==> config.mk <==
export PLATFORM = sky130hd
export DESIGN_NAME = engine_filter_cond
export DESIGN_NICKNAME = d
export VERILOG_FILES = /design/src/design/engine_packet_pkg.sv /design/src/design/filter_cfg_pkg.sv /design/src/design/filter_cond_kernel.sv /design/src/design/filter_cond_combine.sv /design/src/design/engine_filter_cond.sv
export VERILOG_INCLUDE_DIRS = /design/src /design/src/design
export SDC_FILE = /design/constraint.sdc
export NUM_CORES = 2
export LEC_CHECK = 0
export ABC_AREA = 1
export CORE_UTILIZATION = 48
export CTS_BUF_LIST = sky130_fd_sc_hd__clkbuf_16
export CTS_CLUSTER_SIZE = 10
export DETAILED_ROUTE_END_ITERATION = 8
export DONT_BUFFER_PORTS = 1
export SYNTH_ARGS = -nofsm -noshare
export SYNTH_HDL_FRONTEND = slang
export SYNTH_SLANG_ARGS = --single-unit
==> constraint.sdc <==
create_clock -name ap_clk -period 15.65 [get_ports ap_clk]
set_clock_uncertainty 0.15 [all_clocks]
set_input_delay 0 -clock ap_clk [delete_from_list [all_inputs] [get_ports ap_clk]]
set_output_delay 0 -clock ap_clk [all_outputs]
set_load 0.03 [all_outputs]
==> src/design/engine_filter_params.svh <==
// Packet geometry and counter width macros for the filter engine
`ifndef ENGINE_FILTER_PARAMS_SVH
`define ENGINE_FILTER_PARAMS_SVH

// Fields carried by one memory packet
`define NUM_FIELDS 4

// Bits per packet field
`define FIELD_WIDTH 32

// Pass and drop counter width
`define COUNT_WIDTH 16

`endif

==> src/design/engine_packet_pkg.sv <==
// Packet field, packet word and counter types
`include "engine_filter_params.svh"

package engine_packet_pkg;

  // ------------------------------------------------
  // Scalar widths
  // ------------------------------------------------

  // One packet field
  typedef logic [`FIELD_WIDTH-1:0] field_t;

  // Pass and drop counters
  typedef logic [`COUNT_WIDTH-1:0] count_t;

  // ------------------------------------------------
  // Packet word
  // ------------------------------------------------

  // Field 0 sits in the low bits
  typedef struct packed {
    field_t [`NUM_FIELDS-1:0] field;
  } packet_t;

endpackage : engine_packet_pkg

==> src/design/filter_cfg_pkg.sv <==
// Filter and combine opcodes, mask types, configuration and kernel result structs
`include "engine_filter_params.svh"

package filter_cfg_pkg;

  import engine_packet_pkg::*;

  // One bit per field slot
  typedef logic [`NUM_FIELDS-1:0] field_mask_t;

  // ------------------------------------------------
  // Operation codes
  // ------------------------------------------------

  // Codes above FILTER_NE_TERN are undefined
  typedef enum logic [3:0] {
    FILTER_NOP     = 4'd0,
    FILTER_GT      = 4'd1,
    FILTER_LT      = 4'd2,
    FILTER_EQ      = 4'd3,
    FILTER_NE      = 4'd4,
    FILTER_GT_TERN = 4'd5,
    FILTER_LT_TERN = 4'd6,
    FILTER_EQ_TERN = 4'd7,
    FILTER_NE_TERN = 4'd8
  } filter_op_e;

  typedef enum logic [1:0] {
    COMBINE_AND     = 2'd0,
    COMBINE_OR      = 2'd1,
    COMBINE_PRIMARY = 2'd2
  } combine_op_e;

  // ------------------------------------------------
  // Kernel configuration and result
  // ------------------------------------------------

  // Row i of ops_mask picks the source field of operand slot i
  typedef struct packed {
    filter_op_e                    filter_op;
    field_mask_t                   const_mask;
    field_t                        const_value;
    field_mask_t [`NUM_FIELDS-1:0] ops_mask;
    field_mask_t                   filter_mask;
  } filter_cfg_t;

  typedef struct packed {
    logic    valid;
    logic    flag;
    packet_t data;
  } kernel_result_t;

endpackage : filter_cfg_pkg

==> src/design/filter_cond_kernel.sv <==
// Two-stage filter condition kernel: operand select, then condition evaluate
`timescale 1ns/1ps
`include "engine_filter_params.svh"

module filter_cond_kernel (
  input  logic                           ap_clk,
  input  logic                           areset,
  input  logic                           clear,
  input  logic                           config_valid,
  input  filter_cfg_pkg::filter_cfg_t    cfg,
  input  logic                           in_valid,
  input  engine_packet_pkg::packet_t     in_data,
  output filter_cfg_pkg::kernel_result_t result
);

  import engine_packet_pkg::*;
  import filter_cfg_pkg::*;

  logic    accept;
  packet_t ops_vec;
  logic    ops_mask_ok;

  // Stage 1 registers
  logic    s1_valid;
  packet_t s1_ops;
  packet_t s1_org;

  // Stage 2 evaluation
  logic    sel_hit;
  field_t  op_a;
  field_t  op_b;
  logic    cond;
  logic    res_flag;
  packet_t res_data;

  // ------------------------------------------------
  // Stage 1: operand vector
  // ------------------------------------------------

  assign accept = in_valid & config_valid;

  // Constant wins over the field mask, highest mask bit wins among fields
  always_comb begin
    ops_vec = '0;
    for (int i = 0; i < `NUM_FIELDS; i++) begin
      if (cfg.const_mask[i]) begin
        ops_vec.field[i] = cfg.const_value;
      end else begin
        for (int j = 0; j < `NUM_FIELDS; j++) begin
          if (cfg.ops_mask[i][j]) begin
            ops_vec.field[i] = in_data.field[j];
          end
        end
      end
    end
  end

  always_ff @(posedge ap_clk) begin
    if (areset || clear) begin
      s1_valid <= 1'b0;
    end else begin
      s1_valid <= accept;
    end
    if (accept) begin
      s1_ops <= ops_vec;
      s1_org <= in_data;
    end
  end

  // ------------------------------------------------
  // Stage 2: condition and result
  // ------------------------------------------------

  // Select index is the highest filter_mask bit below the last slot
  always_comb begin
    sel_hit = 1'b0;
    op_a    = '0;
    op_b    = '0;
    for (int i = 0; i < `NUM_FIELDS - 1; i++) begin
      if (cfg.filter_mask[i]) begin
        sel_hit = 1'b1;
        op_a    = s1_ops.field[i];
        op_b    = s1_ops.field[i + 1];
      end
    end
  end

  always_comb begin
    case (cfg.filter_op)
      FILTER_GT, FILTER_GT_TERN: cond = (op_a > op_b);
      FILTER_LT, FILTER_LT_TERN: cond = (op_a < op_b);
      FILTER_EQ, FILTER_EQ_TERN: cond = (op_a == op_b);
      FILTER_NE, FILTER_NE_TERN: cond = (op_a != op_b);
      default:                   cond = 1'b0;
    endcase
  end

  always_comb begin
    res_flag = 1'b1;
    res_data = s1_org;
    case (cfg.filter_op)
      FILTER_NOP: begin
        res_flag = 1'b1;
      end
      FILTER_GT, FILTER_LT, FILTER_EQ, FILTER_NE: begin
        // No select bit means the packet passes
        if (sel_hit) begin
          res_flag = cond;
        end
      end
      FILTER_GT_TERN, FILTER_LT_TERN, FILTER_EQ_TERN, FILTER_NE_TERN: begin
        // Field 0 takes slot i on a true condition, else slot i+1
        if (sel_hit) begin
          res_data.field[0] = cond ? op_a : op_b;
        end
      end
      default: begin
        res_data = '0;
      end
    endcase
  end

  always_ff @(posedge ap_clk) begin
    if (areset || clear) begin
      result.valid <= 1'b0;
    end else begin
      result.valid <= s1_valid;
    end
    if (s1_valid) begin
      result.flag <= res_flag;
      result.data <= res_data;
    end
  end

  // ------------------------------------------------
  // Checks
  // ------------------------------------------------

  always_comb begin
    ops_mask_ok = 1'b1;
    for (int i = 0; i < `NUM_FIELDS; i++) begin
      if ((cfg.ops_mask[i] & (cfg.ops_mask[i] - 1'b1)) != '0) begin
        ops_mask_ok = 1'b0;
      end
    end
  end

  // Operand selection assumes at most one source field per slot
  ops_mask_onehot_a : assert property (
    @(posedge ap_clk) disable iff (areset) accept |-> ops_mask_ok
  ) else $error("kernel accepted a packet with a multi-bit ops_mask row");

endmodule : filter_cond_kernel

==> src/design/filter_cond_combine.sv <==
// Combine stage: joins two kernel flags, registers the output, counts pass and drop
`timescale 1ns/1ps

module filter_cond_combine (
  input  logic                           ap_clk,
  input  logic                           areset,
  input  logic                           clear,
  input  filter_cfg_pkg::combine_op_e    combine_op,
  input  filter_cfg_pkg::kernel_result_t primary,
  input  filter_cfg_pkg::kernel_result_t secondary,
  output logic                           out_valid,
  output logic                           out_flag,
  output engine_packet_pkg::packet_t     out_data,
  output engine_packet_pkg::count_t      pass_count,
  output engine_packet_pkg::count_t      drop_count
);

  import filter_cfg_pkg::*;

  logic joined_flag;

  // ------------------------------------------------
  // Flag join
  // ------------------------------------------------

  // Unused code falls back to the primary flag
  always_comb begin
    case (combine_op)
      COMBINE_AND: joined_flag = primary.flag & secondary.flag;
      COMBINE_OR:  joined_flag = primary.flag | secondary.flag;
      default:     joined_flag = primary.flag;
    endcase
  end

  // ------------------------------------------------
  // Output register and counters
  // ------------------------------------------------

  always_ff @(posedge ap_clk) begin
    if (areset || clear) begin
      out_valid  <= 1'b0;
      out_flag   <= 1'b0;
      out_data   <= '0;
      pass_count <= '0;
      drop_count <= '0;
    end else begin
      out_valid <= primary.valid;
      if (primary.valid) begin
        out_flag <= joined_flag;
        out_data <= primary.data;
        if (joined_flag) begin
          pass_count <= pass_count + 1'b1;
        end else begin
          drop_count <= drop_count + 1'b1;
        end
      end
    end
  end

  // ------------------------------------------------
  // Checks
  // ------------------------------------------------

  // Both kernels see the same strobe and pipeline depth
  kernel_valid_match_a : assert property (
    @(posedge ap_clk) disable iff (areset) primary.valid == secondary.valid
  ) else $error("primary and secondary kernel valids disagree");

endmodule : filter_cond_combine

==> src/design/engine_filter_cond.sv <==
// Filter condition engine top: primary and secondary kernels feeding the combine stage
`timescale 1ns/1ps

module engine_filter_cond (
  input  logic                        ap_clk,
  input  logic                        areset,
  input  logic                        clear,
  input  logic                        config_valid,
  input  filter_cfg_pkg::filter_cfg_t cfg_primary,
  input  filter_cfg_pkg::filter_cfg_t cfg_secondary,
  input  filter_cfg_pkg::combine_op_e combine_op,
  input  logic                        in_valid,
  input  engine_packet_pkg::packet_t  in_data,
  output logic                        out_valid,
  output logic                        out_flag,
  output engine_packet_pkg::packet_t  out_data,
  output engine_packet_pkg::count_t   pass_count,
  output engine_packet_pkg::count_t   drop_count
);

  import filter_cfg_pkg::*;

  kernel_result_t res_primary;
  kernel_result_t res_secondary;

  // Both kernels test the same packet side by side
  filter_cond_kernel u_kernel_primary (
    .ap_clk       (ap_clk),
    .areset       (areset),
    .clear        (clear),
    .config_valid (config_valid),
    .cfg          (cfg_primary),
    .in_valid     (in_valid),
    .in_data      (in_data),
    .result       (res_primary)
  );

  filter_cond_kernel u_kernel_secondary (
    .ap_clk       (ap_clk),
    .areset       (areset),
    .clear        (clear),
    .config_valid (config_valid),
    .cfg          (cfg_secondary),
    .in_valid     (in_valid),
    .in_data      (in_data),
    .result       (res_secondary)
  );

  // Output data always comes from the primary kernel
  filter_cond_combine u_combine (
    .ap_clk     (ap_clk),
    .areset     (areset),
    .clear      (clear),
    .combine_op (combine_op),
    .primary    (res_primary),
    .secondary  (res_secondary),
    .out_valid  (out_valid),
    .out_flag   (out_flag),
    .out_data   (out_data),
    .pass_count (pass_count),
    .drop_count (drop_count)
  );

endmodule : engine_filter_cond

==> flow_metrics.tcl <==
set metrics [dict create \
    status "complete, no violations" \
    cts_tree "built" \
    fin_crit_sh_pct 37.0 \
    areaGrowthSynthToFinish_pct 18.4 \
    min_period_ns 5.79 \
    drc_errors 0 \
    setup_violations 0 \
    synthCells 4514 \
    synthArstFlopShare_pct 0 \
    start_kind "flop" \
    path_cells "nand2_1 > nor2_1 > dlygate4sd3_1 > o22ai_1 > ha_1 > a21oi_1 > o21ai_1 > nand2_1 > nand2_1 > a21oi_2 > nand2_1 > nand2_2 > nand3_4 > nand2_2 > nand3_2 > dlygate4sd3_1 > nand2_1 > dlygate4sd3_1 > nand2_1 > dlygate4sd3_1" \
    slowest_stage "nand3_4" \
    yosys_warnings 0 \
    slew_viol_final 0 \
    critPathKind "reg -> reg" \
    initialDrtViolationCount 5637 \
    fillers 6823 \
    clock-sinks 678 \
    synth_area_um2 37900 \
    synth_cell_types 44 \
    drv_cap 0 \
    synth.avg_cell_area_um2 8.39 \
    path_clk_slew_ns 0.06 \
    worst_setup_path_end_kind "flop" \
    grt_max_degree 153 \
    postSynthNetCount 4835 \
    core_area_um2 77700 \
    worst-path-buf-inv 4 \
    synth_top_cell_by_area "edfxtp_1" \
    drt_wl_total_mm 144 \
    hold_path_class "in -> reg" \
    crit_fanout 33 \
    synth_seq_area_share_pct 49.4 \
    path_delay_family "buffers and inverters" \
    startpoint "u_kernel_primary.s1_ops[57]" \
    cp.required_ns 15.89 \
    avgViaCountPerCell 6.21 \
    final_common_cell "nand2_1" \
    synth_seq_cells 678 \
    dp_hpwl_mm 90.2 \
    report.final.hold_viol_count 0 \
    worstPathArrival_ns 6.03 \
    place_congestion 0.945 \
    start_util_pct 48.7 \
    design.final.nets 4919 \
    cp_common_cell "nand2_1" \
    die_w_um 283 \
    whs_ns 0.0312 \
    final_cell_mix "nand2_1 (1062), a21oi_1 (754), a22oi_1 (550)" \
    worst_slew_pin_slew_ns 1.27 \
    vias 35500 \
    clock.fmax_ghz 0.173 \
    clockRootBuffer "clkbuf_16" \
    cpPeakStageDelay_ns 0.62 \
    avgRoutedWirePerCell_um 25.3 \
    port_buffers 0 \
    die_h_um 283 \
    dieArea_um2 80000 \
    num_rows 102 \
    grt_usage_pct 34.6 \
    clock_path_buffers 3 \
    relSlewSlack_pct 15.4 \
    power.density_nw_per_um2 103 \
    ir_worst_vdd_mv 0.0810 \
    antenna_found_initial 11 \
    htreeDepth 3 \
    drive_above_1_share_pct 5.45 \
    p_leak_uw 0.0173 \
    synth_edf_count 514 \
    drt_pre_antenna_iters 9 \
    ioPinCount 417 \
    synthFlopType "edfxtp_1" \
    synth_top_area_share_pct 40.7 \
    postRouteAntennaNets 0 \
    clk-insertion-delay-late_ns 0.66 \
    synth_area_leaders "edfxtp_1 (41%), a22oi_1 (11%), nand2_1 (11%)" \
    cts_made_buffers 81 \
    setup-tns-final_ns 0 \
    r2r-start "u_kernel_primary.s1_ops[57]" \
    rsz0062_at_grt "no" \
    globalRouteOverflowTotal 0 \
    post_cts_buffers 0 \
    hold_start "in_data[92]" \
    grt_pass1_vias 32300 \
    grt_pass1_wl_mm 210 \
]
-- power breakdown --
part           total, uW  switching (uW)  internal [uW]
clock               1740             775            963
sequential          2070            30.9           2040
combinational        795             508            288
-- synth_stat cells (29+ instances only) --
master / instances
a21oi_1: 754
a221oi_1: 30
a22oi_1: 550
buf_1: 95
buf_2: 35
clkbuf_1: 289
clkbuf_2: 31
dfxtp_1: 164
edfxtp_1: 514
ha_1: 66
inv_1: 361
nand2_1: 1062
nand2_2: 32
nand3_1: 38
nand4_1: 41
nor2_1: 206
o211ai_1: 33
o21ai_0: 79
o22ai_1: 29
-- per-stage QoR --
stage | util (%) | total power, uW | cell area (um^2) | instances | setup slack (ns)
floorplan | - | 2580 | 37900 | 4514 | 7.32
global placement | 48.4 | 2600 | 37600 | 5125 | 11.35
detailed placement | 48.4 | 2610 | 37600 | 5125 | 11.32
CTS | 57.7 | 4600 | 44800 | 5700 | 9.93
global route | 57.7 | 4760 | 44800 | 5707 | 9.57
finish | 57.7 | 4610 | 44900 | 5711 | 9.86
-- path summary, 6_finish.rpt --
path / endpoint / slack, ns / cells past startpoint
worst min-delay path: u_kernel_primary.s1_org[92] / 0.03 / 1
worst min register to register: u_combine.out_data[111] / 0.36 / 2
worst max-delay path: u_kernel_primary.result[3] / 9.86 / 20
worst max register to register: u_kernel_primary.result[3] / 9.86 / 20
-- cells by family after synthesis --
logic type / synth area share [%]
AO/OA/AOI/OAI: 24.3
AND/OR/NAND/NOR: 15.6
buffers and inverters: 8.49
flip-flops: 49.4
adder cells (fa/ha/maj): 2.18
XOR/XNOR: 0.0462
-- routing by layer --
layer | vias up | global-route usage, % | share of wire, %
met5 | - | 0 | 0.022
met2 | 2438 | 51.1 | 43
met3 | 425 | 8.41 | 12
li1 | 16000 | - | -
met4 | 6 | 19.5 | 6.0
met1 | 16600 | 46.5 | 39
-- registers in the layout, indices dropped and copies added, names as in the netlist, 16 cells and up --
register and flops:
u_combine.out_data 128, u_kernel_secondary.s1_ops 128, u_kernel_primary.result 130, u_combine.pass_count 16, u_combine.drop_count 16, u_kernel_primary.s1_org 128
u_kernel_primary.s1_ops 128
-- repair_timing --
action                                 CTS  global route
endpoints found under the hold margin  564             1
setup endpoints to repair                0             0
gates resized for setup                  0             0
hold buffers                           429             1
-- final cells by class --
class	count	area (um^2)	share of cell area (%)
Clock inverter	65	418	0.932
Multi-Input combinational cell	3014	16000	35.7
Sequential cell	678	18700	41.8
Tap cell	1040	1300	2.90
Timing Repair Buffer	454	4960	11.1
Inverter	369	1400	3.12
Antenna cell	10	25.0	0.0558
Clock buffer	81	2030	4.52
Power figures use the tool's default switching activity.
